--- src/memPkg.sv ---
`default_nettype none

package memPkg;

    // ram data byte and cpu word
    localparam int ByteWidth = 8;
    localparam int WordWidth = 32;
    localparam int MaxBytes  = 4;

    typedef logic [ByteWidth-1:0] byte_t;
    typedef logic [WordWidth-1:0] word_t;

    // access length in bytes, 1 to 4
    typedef logic [2:0] len_t;

    // byte lane inside a word
    typedef logic [1:0] byteIdx_t;

    // who owns the controller right now
    typedef enum logic [1:0] {
        ClientIdle,
        ClientFetch,
        ClientLoad,
        ClientStore
    } client_t;

endpackage

`default_nettype wire

--- src/memRequestArbiter.sv ---
`default_nettype none

module memRequestArbiter #(
    parameter int AddrWidth = 32
) (
    input  wire                   clk,
    input  wire                   rst,
    input  wire                   i_step,

    input  wire                   i_fetchEn,
    input  wire [AddrWidth-1:0]   i_fetchAddr,

    input  wire                   i_dataEn,
    input  wire                   i_dataIsStore,
    input  wire memPkg::len_t     i_dataLen,
    input  wire [AddrWidth-1:0]   i_dataAddr,
    input  wire memPkg::word_t    i_dataWr,

    input  wire                   i_finish,

    output memPkg::client_t       o_client,
    output logic [AddrWidth-1:0]  o_baseAddr,
    output memPkg::len_t          o_reqLen,
    output memPkg::word_t         o_storeWord
);

    memPkg::client_t state;
    logic            blockAccept;
    logic            accept;
    logic            goIdle;

    // a new request is taken only when idle and not frozen
    assign accept = i_step && (state == memPkg::ClientIdle) && !blockAccept &&
                    (i_dataEn || i_fetchEn);

    assign goIdle = i_step && i_finish && (state != memPkg::ClientIdle);

    always_ff @(posedge clk) begin
        if (rst) begin
            state       <= memPkg::ClientIdle;
            blockAccept <= 1'b0;
        end else begin
            // client still holds its enable during the done cycle
            blockAccept <= goIdle;
            if (accept) begin
                if (i_dataEn) begin
                    state <= i_dataIsStore ? memPkg::ClientStore : memPkg::ClientLoad;
                end else begin
                    state <= memPkg::ClientFetch;
                end
            end else if (goIdle) begin
                state <= memPkg::ClientIdle;
            end
        end
    end

    // data wins over fetch for the request fields
    always_ff @(posedge clk) begin
        if (accept) begin
            if (i_dataEn) begin
                o_baseAddr  <= i_dataAddr;
                o_reqLen    <= i_dataLen;
                o_storeWord <= i_dataWr;
            end else begin
                o_baseAddr  <= i_fetchAddr;
                o_reqLen    <= memPkg::len_t'(memPkg::MaxBytes);
            end
        end
    end

    assign o_client = state;

endmodule

`default_nettype wire

--- src/memByteSequencer.sv ---
`default_nettype none

module memByteSequencer #(
    parameter int AddrWidth = 32
) (
    input  wire                       clk,
    input  wire                       rst,

    input  wire                       i_rdy,
    input  wire                       i_ioBufferFull,

    input  wire memPkg::client_t      i_client,
    input  wire [AddrWidth-1:0]       i_baseAddr,
    input  wire memPkg::len_t         i_reqLen,
    input  wire memPkg::word_t        i_storeWord,

    output logic                      o_step,

    output logic [AddrWidth-1:0]      o_memAddr,
    output logic                      o_memWrite,
    output memPkg::byte_t             o_memWrByte,

    output logic                      o_rdTagValid,
    output memPkg::byteIdx_t          o_rdTagIdx,
    output logic                      o_storeFinish
);

    logic             active;
    logic             reading;
    logic             storing;
    memPkg::byteIdx_t lastIdx;
    memPkg::byteIdx_t issueCnt;

    // the only place that looks at the freeze inputs
    assign o_step = i_rdy && !i_ioBufferFull;

    assign active  = (i_client != memPkg::ClientIdle);
    assign reading = (i_client == memPkg::ClientFetch) || (i_client == memPkg::ClientLoad);
    assign storing = (i_client == memPkg::ClientStore);

    assign lastIdx = memPkg::byteIdx_t'(i_reqLen - 3'd1);

    // byte issue counter that parks on the last byte of a read
    always_ff @(posedge clk) begin
        if (rst) begin
            issueCnt <= '0;
        end else if (!active) begin
            issueCnt <= '0;
        end else if (o_step && (issueCnt != lastIdx)) begin
            issueCnt <= issueCnt + 2'd1;
        end
    end

    // little endian with byte k at base+k
    assign o_memAddr = active ? (i_baseAddr + AddrWidth'(issueCnt)) : '0;

    assign o_memWrite    = storing && o_step;
    assign o_memWrByte   = i_storeWord[issueCnt*memPkg::ByteWidth +: memPkg::ByteWidth];
    assign o_storeFinish = storing && (issueCnt == lastIdx);

    // ram answers one cycle after the address so the tag trails by one
    always_ff @(posedge clk) begin
        if (rst) begin
            o_rdTagValid <= 1'b0;
        end else begin
            o_rdTagValid <= reading;
        end
    end

    always_ff @(posedge clk) begin
        o_rdTagIdx <= issueCnt;
    end

endmodule

`default_nettype wire

--- src/memResponseAssembler.sv ---
`default_nettype none

module memResponseAssembler (
    input  wire                       clk,
    input  wire                       rst,
    input  wire                       i_step,

    input  wire memPkg::client_t      i_client,
    input  wire memPkg::len_t         i_reqLen,

    input  wire                       i_rdTagValid,
    input  wire memPkg::byteIdx_t     i_rdTagIdx,
    input  wire memPkg::byte_t        i_memRdByte,

    output logic                      o_readFinish,

    output logic                      o_fetchDone,
    output memPkg::word_t             o_fetchInst,

    output logic                      o_dataDone,
    output memPkg::word_t             o_dataRd
);

    logic             reading;
    memPkg::byteIdx_t lastIdx;
    memPkg::word_t    word;
    memPkg::client_t  lastClient;

    assign reading = (i_client == memPkg::ClientFetch) || (i_client == memPkg::ClientLoad);

    assign lastIdx = memPkg::byteIdx_t'(i_reqLen - 3'd1);

    // cleared while idle so short loads come out zero-extended
    always_ff @(posedge clk) begin
        if (i_client == memPkg::ClientIdle) begin
            word <= '0;
        end else if (reading && i_rdTagValid) begin
            word[i_rdTagIdx*memPkg::ByteWidth +: memPkg::ByteWidth] <= i_memRdByte;
        end
    end

    assign o_readFinish = i_step && reading && i_rdTagValid && (i_rdTagIdx == lastIdx);

    // owner of the previous cycle for the done pulses
    always_ff @(posedge clk) begin
        if (rst) begin
            lastClient <= memPkg::ClientIdle;
        end else begin
            lastClient <= i_client;
        end
    end

    // arbiter leaves a client only on finish so this is one cycle wide
    assign o_fetchDone = (i_client == memPkg::ClientIdle) &&
                         (lastClient == memPkg::ClientFetch);

    assign o_dataDone = (i_client == memPkg::ClientIdle) &&
                        ((lastClient == memPkg::ClientLoad) ||
                         (lastClient == memPkg::ClientStore));

    assign o_fetchInst = word;
    assign o_dataRd    = word;

endmodule

`default_nettype wire

--- src/memController.sv ---
`default_nettype none

module memController #(
    parameter int AddrWidth = 32
) (
    input  wire                       clk,
    input  wire                       rst,

    input  wire                       i_rdy,
    input  wire                       i_ioBufferFull,

    // instruction fetch
    input  wire                       i_fetchEn,
    input  wire [AddrWidth-1:0]       i_fetchAddr,
    output logic                      o_fetchDone,
    output memPkg::word_t             o_fetchInst,

    // data load and store
    input  wire                       i_dataEn,
    input  wire                       i_dataIsStore,
    input  wire memPkg::len_t         i_dataLen,
    input  wire [AddrWidth-1:0]       i_dataAddr,
    input  wire memPkg::word_t        i_dataWr,
    output logic                      o_dataDone,
    output memPkg::word_t             o_dataRd,

    // byte ram
    input  wire memPkg::byte_t        i_memRdByte,
    output logic [AddrWidth-1:0]      o_memAddr,
    output logic                      o_memWrite,
    output memPkg::byte_t             o_memWrByte
);

    logic                  step;
    logic                  finish;
    logic                  storeFinish;
    logic                  readFinish;
    memPkg::client_t       client;
    logic [AddrWidth-1:0]  baseAddr;
    memPkg::len_t          reqLen;
    memPkg::word_t         storeWord;
    logic                  rdTagValid;
    memPkg::byteIdx_t      rdTagIdx;

    assign finish = storeFinish | readFinish;

    memRequestArbiter #(
        .AddrWidth (AddrWidth)
    ) u_arbiter (
        .clk           (clk),
        .rst           (rst),
        .i_step        (step),
        .i_fetchEn     (i_fetchEn),
        .i_fetchAddr   (i_fetchAddr),
        .i_dataEn      (i_dataEn),
        .i_dataIsStore (i_dataIsStore),
        .i_dataLen     (i_dataLen),
        .i_dataAddr    (i_dataAddr),
        .i_dataWr      (i_dataWr),
        .i_finish      (finish),
        .o_client      (client),
        .o_baseAddr    (baseAddr),
        .o_reqLen      (reqLen),
        .o_storeWord   (storeWord)
    );

    memByteSequencer #(
        .AddrWidth (AddrWidth)
    ) u_sequencer (
        .clk            (clk),
        .rst            (rst),
        .i_rdy          (i_rdy),
        .i_ioBufferFull (i_ioBufferFull),
        .i_client       (client),
        .i_baseAddr     (baseAddr),
        .i_reqLen       (reqLen),
        .i_storeWord    (storeWord),
        .o_step         (step),
        .o_memAddr      (o_memAddr),
        .o_memWrite     (o_memWrite),
        .o_memWrByte    (o_memWrByte),
        .o_rdTagValid   (rdTagValid),
        .o_rdTagIdx     (rdTagIdx),
        .o_storeFinish  (storeFinish)
    );

    memResponseAssembler u_assembler (
        .clk          (clk),
        .rst          (rst),
        .i_step       (step),
        .i_client     (client),
        .i_reqLen     (reqLen),
        .i_rdTagValid (rdTagValid),
        .i_rdTagIdx   (rdTagIdx),
        .i_memRdByte  (i_memRdByte),
        .o_readFinish (readFinish),
        .o_fetchDone  (o_fetchDone),
        .o_fetchInst  (o_fetchInst),
        .o_dataDone   (o_dataDone),
        .o_dataRd     (o_dataRd)
    );

endmodule

`default_nettype wire

--- config.mk ---
export PLATFORM = sky130hd
export DESIGN_NAME = memController
export DESIGN_NICKNAME = d
export VERILOG_FILES = /design/src/memPkg.sv /design/src/memRequestArbiter.sv /design/src/memByteSequencer.sv /design/src/memResponseAssembler.sv /design/src/memController.sv
export SDC_FILE = /design/constraint.sdc
export NUM_CORES = 1
export LEC_CHECK = 0
export BUFFER_PORTS_ARGS = -buffer_cell sky130_fd_sc_hd__buf_4
export CORE_ASPECT_RATIO = 1.1
export CORE_UTILIZATION = 45
export CTS_BUF_LIST = sky130_fd_sc_hd__clkbuf_8
export DETAILED_ROUTE_END_ITERATION = 6
export PLACE_DENSITY = 0.76
export SLEW_MARGIN = 20
export SYNTH_ARGS = -nofsm -noshare
export SYNTH_HDL_FRONTEND = slang
export SYNTH_SLANG_ARGS = --single-unit
--- constraint.sdc ---
create_clock -name clk -period 7.7 [get_ports clk]
set_clock_uncertainty 0.15 [all_clocks]
set_input_delay 0.77 -clock clk [delete_from_list [all_inputs] [get_ports clk]]
set_output_delay 0.77 -clock clk [all_outputs]
set_load 0.02 [all_outputs]
==> results.md, run 1 <==
* Worst-path maximum fanout at 15
* Critical path type: register to output port
* N_diodes at 0
* Static Leak at ~2.8 nW
* Root Buffer: clkbuf_8
* Core area at 11490 um^2
* 1st-iter DRT viols at about 170
* Worst setup endpoint: o_memAddr[28]
* Drc violations at 0
* Post-synth top area share at 37.24%
* Die area at 12260 um^2
* Initial antenna violation count at 0
* Pre-CTS setup slack at between 3 and 4 ns
* CTS Buffer Depth at 2
* CTS tree: yes
* CP Data Required Time at about 6.8 ns
* Final Wtd Congestion at around 0.81
* # nets final at ~760
* Yosys reg bits at 108
* Via Count at ~4200
* FMAX at approximately 220 MHz
* Ys async rst share at 0%
* Layout cell share with drive strength beyond 1 at 45.78%
* Worst skew pair latency at approximately 0.37 ns
* Hold Buf Count CTS at 0
* Largest net degree at the start of global routing at 42
* Max_cap viols at 0
* Cell types with the highest counts after synthesis: edfxtp_1, nor2_1, dfxtp_1, mux2_2, buf_4
* Port bufs at 219
* Ports at between 200 and 250
* Setup TNS at 0 ns
* Clock-pin transition on the worst setup and hold timing paths at 0.10 ns
* DR vias/cell at ~5.3
* Syn Nets at roughly 580
* CTS Buf Count at 9
* Drt pass-1 iters at 4
* Tightest Pin Transition at ~0.86 ns
* CP arrival at 3.59 ns
* Reg2Reg Setup Slack at about 5.2 ns
* Routed WL per cell at 15.80 um
* FF-to-FF End: u_assembler.o_dataRd[4]
* Synth top area cells: edfxtp_1, dfxtp_1, mux2_2
* Initial Utilization at a little under half
* Primary FF master, synth: edfxtp_1
* Crit. End Element: output port
* H-tree levels at 3
* Slew Viols, Final at 0
* DRT Wirelength at between 10 and 15 mm
* Pwr Density at 165.8 nW/um^2
* Reg2reg path depth at 6
* Number of global-route vias before repair at approximately 4000
* Area growth, synth to finish at 32.71%
* Fin crit period at between 4 and 5 ns
* Overall Global Routing Usage at between 20% and 30%
* Top-count cell post-synth: edfxtp_1
* Sequential share of the synthesized area at 53.04%
* Status: completed
* First-pass GRT wire length at about 19 mm
* Post-Syn Instances at 455
* CP Launch Type: register
* Crit-path cells: ha_1 > fa_1 > nand4_1 > or3_1 > or4_1 > a21oi_1 > buf_4
* GRT overflow at 0
* Cell taking the most area after synthesis: edfxtp_1
* Slew Limit Headroom at about 43%
* Hold/Removal Path Class: register to register
* Post-CTS sizing at 0
* Synth cell types at 45
* Synthesized cell area at ~5300 um^2
* DIE HEIGHT at around 120 um
* Syn avg cell area at about 12 um^2
* Die X at between 100 and 150 um
* HPWL after detailed placement at 9.281 mm
* WP buf/inv at 1
* RSZ-0062 raised after global routing: no
* Post-route ant nets at 0
* Final setup fails at 0
* Hold Slack at roughly 0.37 ns
* Clock Sink Count at roughly 110
* CP Depth at 7
* Worst path slowest cell: dfxtp_1
* EDFF count, synth at 66
* Fin crit share at just under 60%
* R2r startpoint: u_arbiter.o_client[0]
* Crit path launch: u_sequencer.issueCnt[0]
* Worst stage delay on the critical path at ~0.84 ns
* Yosys warns at 0
* Post-CTS setup buffer count at 0
* Crit path max-delay family: simple AND/OR/NAND/NOR gates
* Hold Violations, Final at 0
* Rows at just over 40
* VDD IR-drop max at about 0.14 mV
* Final WS setup at roughly 3.2 ns
* Layout Utilization at a little over 60%
## worst min-delay path by stage
stage,startpoint,to,slack (ns),cells past startpoint
3_5_place_dp,u_arbiter.o_client[1],u_assembler.lastClient[1],0.35,2
4_1_cts,u_arbiter.o_client[1],u_assembler.lastClient[1],0.37,2
2_1_floorplan,u_sequencer.issueCnt[1],u_sequencer.o_rdTagIdx[1],0.24,0
3_3_place_gp,u_arbiter.o_client[1],u_assembler.lastClient[1],0.34,2
6_report,u_arbiter.o_client[1],u_assembler.lastClient[1],0.37,2
5_1_grt,i_dataWr[22],u_arbiter.o_storeWord[22],0.40,1
## cell type report
cell class / instances / area (um^2)
Fill cell: 933 / 4429
Sequential cell: 108 / 2823
Multi-Input combinational cell: 281 / 2111
Timing Repair Buffer: 223 / 1674
Tap cell: 150 / 187.7
Clock buffer: 9 / 123.9
Clock inverter: 7 / 97.59
Inverter: 12 / 45.04
## flip-flops by register name, summed over array words and instances, names as in the netlist
signal and cells:
u_sequencer.issueCnt 2, u_assembler.o_dataRd 32, u_assembler.lastClient 2, u_arbiter.o_client 2, u_arbiter.blockAccept 1, u_arbiter.o_baseAddr 32
u_sequencer.o_rdTagIdx 2, u_arbiter.o_reqLen 2, u_sequencer.o_rdTagValid 1, u_arbiter.o_storeWord 32
## layout by cell type, fill, tap and decap left out, types with 4 or more instances in the layout
cell and instances:
clkbuf_8 9, mux2_2 35, dfxtp_1 42, nand2_1 12
and2_1 5, a21oi_1 19, xnor2_1 10, o31ai_1 10
nor4b_2 4, xor2_1 4, mux4_2 8, o21ai_0 7
nor4_1 6, or4_1 11, nand3_1 13, inv_1 12
nand4_1 4, a22oi_1 32, ha_1 8, nor2_1 51
edfxtp_1 66, nor2b_1 10, or3_1 6, buf_4 223
## tightest hold or removal path: stages, from the launching register on
cell and delay (ns):
dfxtp_1 0.33, inv_1 0.09, nor2_1 0.06
## power breakdown
part           total [W]  switching, W  leakage [nW]  internal (W)
clock network   0.000376      0.000191         0.108      0.000185
logic           0.000152     0.0000731          1.73     0.0000786
registers       0.000643     0.0000111         0.944      0.000632
## routing by layer
metal	global-route usage (%)	wire length, um	part of all wire [%]
met2	37.04	6577	53
met1	23.40	4833	39
met4	10.19	347	2.8
met5	0	0	0
met3	3.543	725	5.8
## per-stage QoR
stage	power [W]	cell area, um^2	std cells
2_1_floorplan	0.0007277	5321	455
3_3_place_gp	0.0008035	6840	774
3_5_place_dp	0.0008080	6840	774
4_1_cts	0.001181	7062	790
5_1_grt	0.001216	7062	790
6_report	0.001171	7062	790
## logic make-up after synthesis
logic type | Yosys count | synth area share, %
mux | 45 | 11.17
fa+ha+maj | 10 | 2.492
buf+inv | 66 | 7.453
simple gates | 140 | 14.51
flops | 108 | 53.04
compound gates | 72 | 9.029
xor+xnor | 14 | 2.304
(Power assumes the default switching activity.)
==> inputs of run 2 (changes only) <==
--- a/config.mk
+++ b/config.mk
@@ -5,12 +5,13 @@
 export SDC_FILE = /design/constraint.sdc
 export NUM_CORES = 1
 export LEC_CHECK = 0
+export ABC_AREA = 1
 export BUFFER_PORTS_ARGS = -buffer_cell sky130_fd_sc_hd__buf_4
 export CORE_ASPECT_RATIO = 1.1
 export CORE_UTILIZATION = 45
 export CTS_BUF_LIST = sky130_fd_sc_hd__clkbuf_8
 export DETAILED_ROUTE_END_ITERATION = 6
-export PLACE_DENSITY = 0.76
+export PLACE_DENSITY = 0.77
 export SLEW_MARGIN = 20
 export SYNTH_ARGS = -nofsm -noshare
 export SYNTH_HDL_FRONTEND = slang
==> constraint.sdc (replaced) <==
create_clock -name clk -period 3.9 [get_ports clk]
set_clock_uncertainty 0.15 [all_clocks]
set_input_delay 0.39 -clock clk [delete_from_list [all_inputs] [get_ports clk]]
set_output_delay 0.39 -clock clk [all_outputs]
set_load 0.02 [all_outputs]
==> run 2 against run 1 <==
  * Synthesized cell count increased by 53%
  * Cell count increased by 31%
  * Worst setup slack worse by 2.4 ns
  * First-iteration DRC count is 55% higher
  * Die area up 7.2%
  * Clock-buffer cell count is the same
  * Routed wire length grew 16%
  * Critical path depth is 4 higher
  * Global-route usage rose by 2.3 points
  * Design area increased by 5.3%
  * Sequential power rose by 98%
==> results.md, run 2 <==
* Hold/Removal Path Class: primary input to register
* Yosys reg bits at 108 (unchanged)
* Final Wtd Congestion at 0.9351 (+15%)
* Area of the multi-input gates at 2300 um^2 (+9.0%)
* HPWL after detailed placement at 10.86 mm (+17%)
* Post-Syn Instances at 697 (+53%)
* CTS Buffer Depth at 2 (unchanged)
* Layout cell share with drive strength beyond 1 at 29.97% (-16 points)
* FF+latch area at 2823 um^2 (unchanged)
* DRT Wirelength at 14.51 mm (+16%)
* Pre-CTS setup slack at 1.247 ns (-2.308 ns)
* # nets final at 1000 (+32%)
* Ports at 221 (unchanged)
* Syn Nets at 821 (+42%)
* Reg2Reg Setup Slack at 1.48 ns (-3.73 ns)
* Cell taking the most area after synthesis: edfxtp_1
* FMAX at between 300 and 400 MHz
* VDD IR-drop max at 0.2206 mV (+62%)
* Primary FF master, synth: edfxtp_1
* Drc violations at 0 (unchanged)
* Final Non-Filler Cells at 1035 (+31%)
* Die X at 109.4 um (+3.5%)
* Clock-pin transition on the worst setup and hold timing paths at 0.10 ns (about the same)
* Fin crit share at 78.88%
* Yosys warns at 0 (unchanged)
* Setup TNS at 0 ns (unchanged)
* FF-to-FF End: u_assembler.o_dataRd[16]
* Ys async rst share at 0% (unchanged)
* Routed WL per cell at 14.02 um (-11%)
* Syn avg cell area at 8.197 um^2 (-30%)
* Via Count at 5119 (+22%)
* Overall Global Routing Usage at 22.77% (+2.3 points)
* Hold Crit Start: i_dataWr[15]
* Drt pass-1 iters at 4 (unchanged)
* Port bufs at 219 (unchanged)
* Worst stage delay on the critical path at 0.69 ns (-0.15 ns)
* DR vias/cell at 4.946 (-6.7%)
* Number of global-route vias before repair at 4889 (+23%)
* Synth top area cells: edfxtp_1, dfxtp_1, nand2_1
* Post-route ant nets at 0 (unchanged)
* Core area at 12190 um^2 (+6.1%)
* Cell area after layout at 7436 um^2 (+5.3%)
* Root Buffer: clkbuf_8
* R2r startpoint: u_sequencer.o_rdTagIdx[0]
* Pwr Density at 305.3 nW/um^2 (+84%)
* Top-count cell post-synth: nand2_1
* Worst path slowest cell: dfxtp_1
* Tightest Pin Transition at 0.9238 ns (+0.06810 ns)
* Hold Violations, Final at 0 (unchanged)
* Sequential share of the synthesized area at 49.41% (-3.6 points)
* Slew Limit Headroom at 38.27% (-4.5 points)
* CTS tree: yes
* Die area at 13150 um^2 (+7.2%)
* H-tree levels at 3 (unchanged)
* Most common cell after layout, fill and taps aside: buf_4
* EDFF count, synth at 66 (unchanged)
* GRT overflow at 0 (unchanged)
* RSZ-0062 raised after global routing: no
* CP Launch Type: register
* Initial antenna violation count at 0 (unchanged)
* Hold Slack at 0.03063 ns (-0.3440 ns)
* Rows at 42 (+2.4%)
* Worst-path maximum fanout at 14 (-1)
* Slew Viols, Final at 0 (unchanged)
* Final setup fails at 0 (unchanged)
* Worst Hold Path EP: u_arbiter.o_storeWord[15]
* CP Data Required Time at 3.36 ns (-3.42 ns)
* CTS Buf Count at 9 (unchanged)
* # placed instances at 1019 (+32%)
* Max_cap viols at 0 (unchanged)
* CP most frequent cell: nand2_1
* DIE HEIGHT at 120.2 um (+3.6%)
* Initial Utilization at 46.86% (+0.55 points)
* Static Leak at 3.277 nW (+18%)
* Fillers at 1087 (+17%)
* Status: completed
* Clock Sink Count at 108 (unchanged)
* Largest net degree at the start of global routing at 59 (+40%)
* Cell area after placement at 7244 um^2 (+5.9%)
* Cell types with the highest counts after synthesis: nand2_1, nor2_1, edfxtp_1, inv_1, dfxtp_1
* Hold Buf Count CTS at 0 (unchanged)
* Final WS setup at 0.8235 ns (-2.364 ns)
* Post-CTS sizing at 0 (unchanged)
* Worst Hold Depth at 1 (-1)
* Critical path type: register to output port
* Worst skew pair latency at 0.38 ns (about the same)
* Post-CTS setup buffer count at 0 (unchanged)
* Commonest cells after routing, fill and taps aside: buf_4, nand2_1, nor2_1
* Crit-path cells: ha_1 > inv_1 > nand2_1 > nand2_1 > nor2_1 > nand2_2 > nor2_4 > nand2_1 > o21ai_0 > a21oi_1 > buf_4
* Reg2reg path depth at 6 (unchanged)
* Fin crit period at 3.077 ns
* Post-synth top area share at 34.69% (-2.6 points)
* First-pass GRT wire length at 23.08 mm (+19%)
* Synth cell types at 36 (-20%)
* Crit. End Element: output port
* CP arrival at 2.54 ns (-1.05 ns)
* Area growth, synth to finish at 30.16%
* N_diodes at 0 (unchanged)
* 1st-iter DRT viols at 255 (+55%)
* Synthesized cell area at 5713 um^2 (+7.4%)
## run 2: cell count changes after synthesis, moves of 10 or more
| cell | previous run | this run |
|---|---|---|
| nor2_1 | 51 | 80 |
| nor2b_1 | 10 | 0 |
| mux2_2 | 35 | 0 |
| a22oi_1 | 32 | 0 |
| inv_1 | 12 | 63 |
| nand2_1 | 12 | 205 |
| a211oi_1 | 0 | 17 |
| a31oi_1 | 0 | 17 |
| o31ai_1 | 10 | 0 |
| or4_1 | 11 | 0 |
| o21ai_0 | 7 | 24 |
## run 2: cells by family (layout without fill, tap and decap cells)
logic type | count (synthesis) | after routing | share of synthesized area, %
xor gates and xnor gates | 16 | 16 | 2.453
DFF | 108 | 108 | 49.41
adders and majority gates | 10 | 10 | 2.322
and+or+nand+nor | 343 | 343 | 25.49
buffers and inverters | 123 | 307 | 10.38
AOI/OAI and AO/OA | 97 | 97 | 9.943
## run 2: how the worst max path moves through the flow
stage,startpoint,slack (ns),end,depth (start not counted)
6_report,u_sequencer.issueCnt[1],0.82,o_memAddr[21],11
2_1_floorplan,u_arbiter.o_client[1],0.69,u_arbiter.o_storeWord[0],6
5_1_grt,u_sequencer.issueCnt[1],0.57,o_memAddr[21],11
4_1_cts,u_sequencer.issueCnt[1],0.81,o_memAddr[21],11
3_5_place_dp,u_sequencer.issueCnt[1],1.25,o_memAddr[21],11
3_3_place_gp,u_sequencer.issueCnt[1],1.28,o_memAddr[21],11
## run 2: where the power goes
group	internal, W	switching, W	total (W)
Combinational	0.000142	0.000171	0.000313
Clock	0.000296	0.000394	0.000690
Sequential	0.00125	0.0000199	0.00127
Total	0.00169	0.000585	0.00227
## run 2: metrics by stage
step           power (W)  utilization [%]
2_1_floorplan   0.001443                -
3_3_place_gp    0.001601            59.42
3_5_place_dp    0.001607            59.42
4_1_cts         0.002284            60.99
5_1_grt         0.002359            60.99
6_report        0.002270            60.99
## run 2: layout make-up
| type | instances | area share, % |
|---|---|---|
| flip-flops and latches | 108 | 37.96 |
| well taps | 154 | 2.591 |
| multi-input cells | 466 | 30.93 |
| clock buffers | 9 | 1.666 |
| inverters | 68 | 3.433 |
| clock inverters | 7 | 0.9086 |
| repair buffers | 223 | 22.51 |
## run 2: routing by layer
layer	share of wire (%)	up-vias	track usage (%)
met5	0	-	0
met4	2.3	0	8.083
met3	6.2	20	4.367
met2	50	185	39.86
met1	41	2301	27.56
li1	-	2613	-
## run 2: critical path: cells and delay by family (launching register included)
kind,cells,cell delay (ns)
AND/OR/NAND/NOR,6,0.80
adder cells (fa/ha/maj),1,0.25
flip-flops,1,0.69
AO/OA/AOI/OAI,2,0.21
buffers and inverters,2,0.20
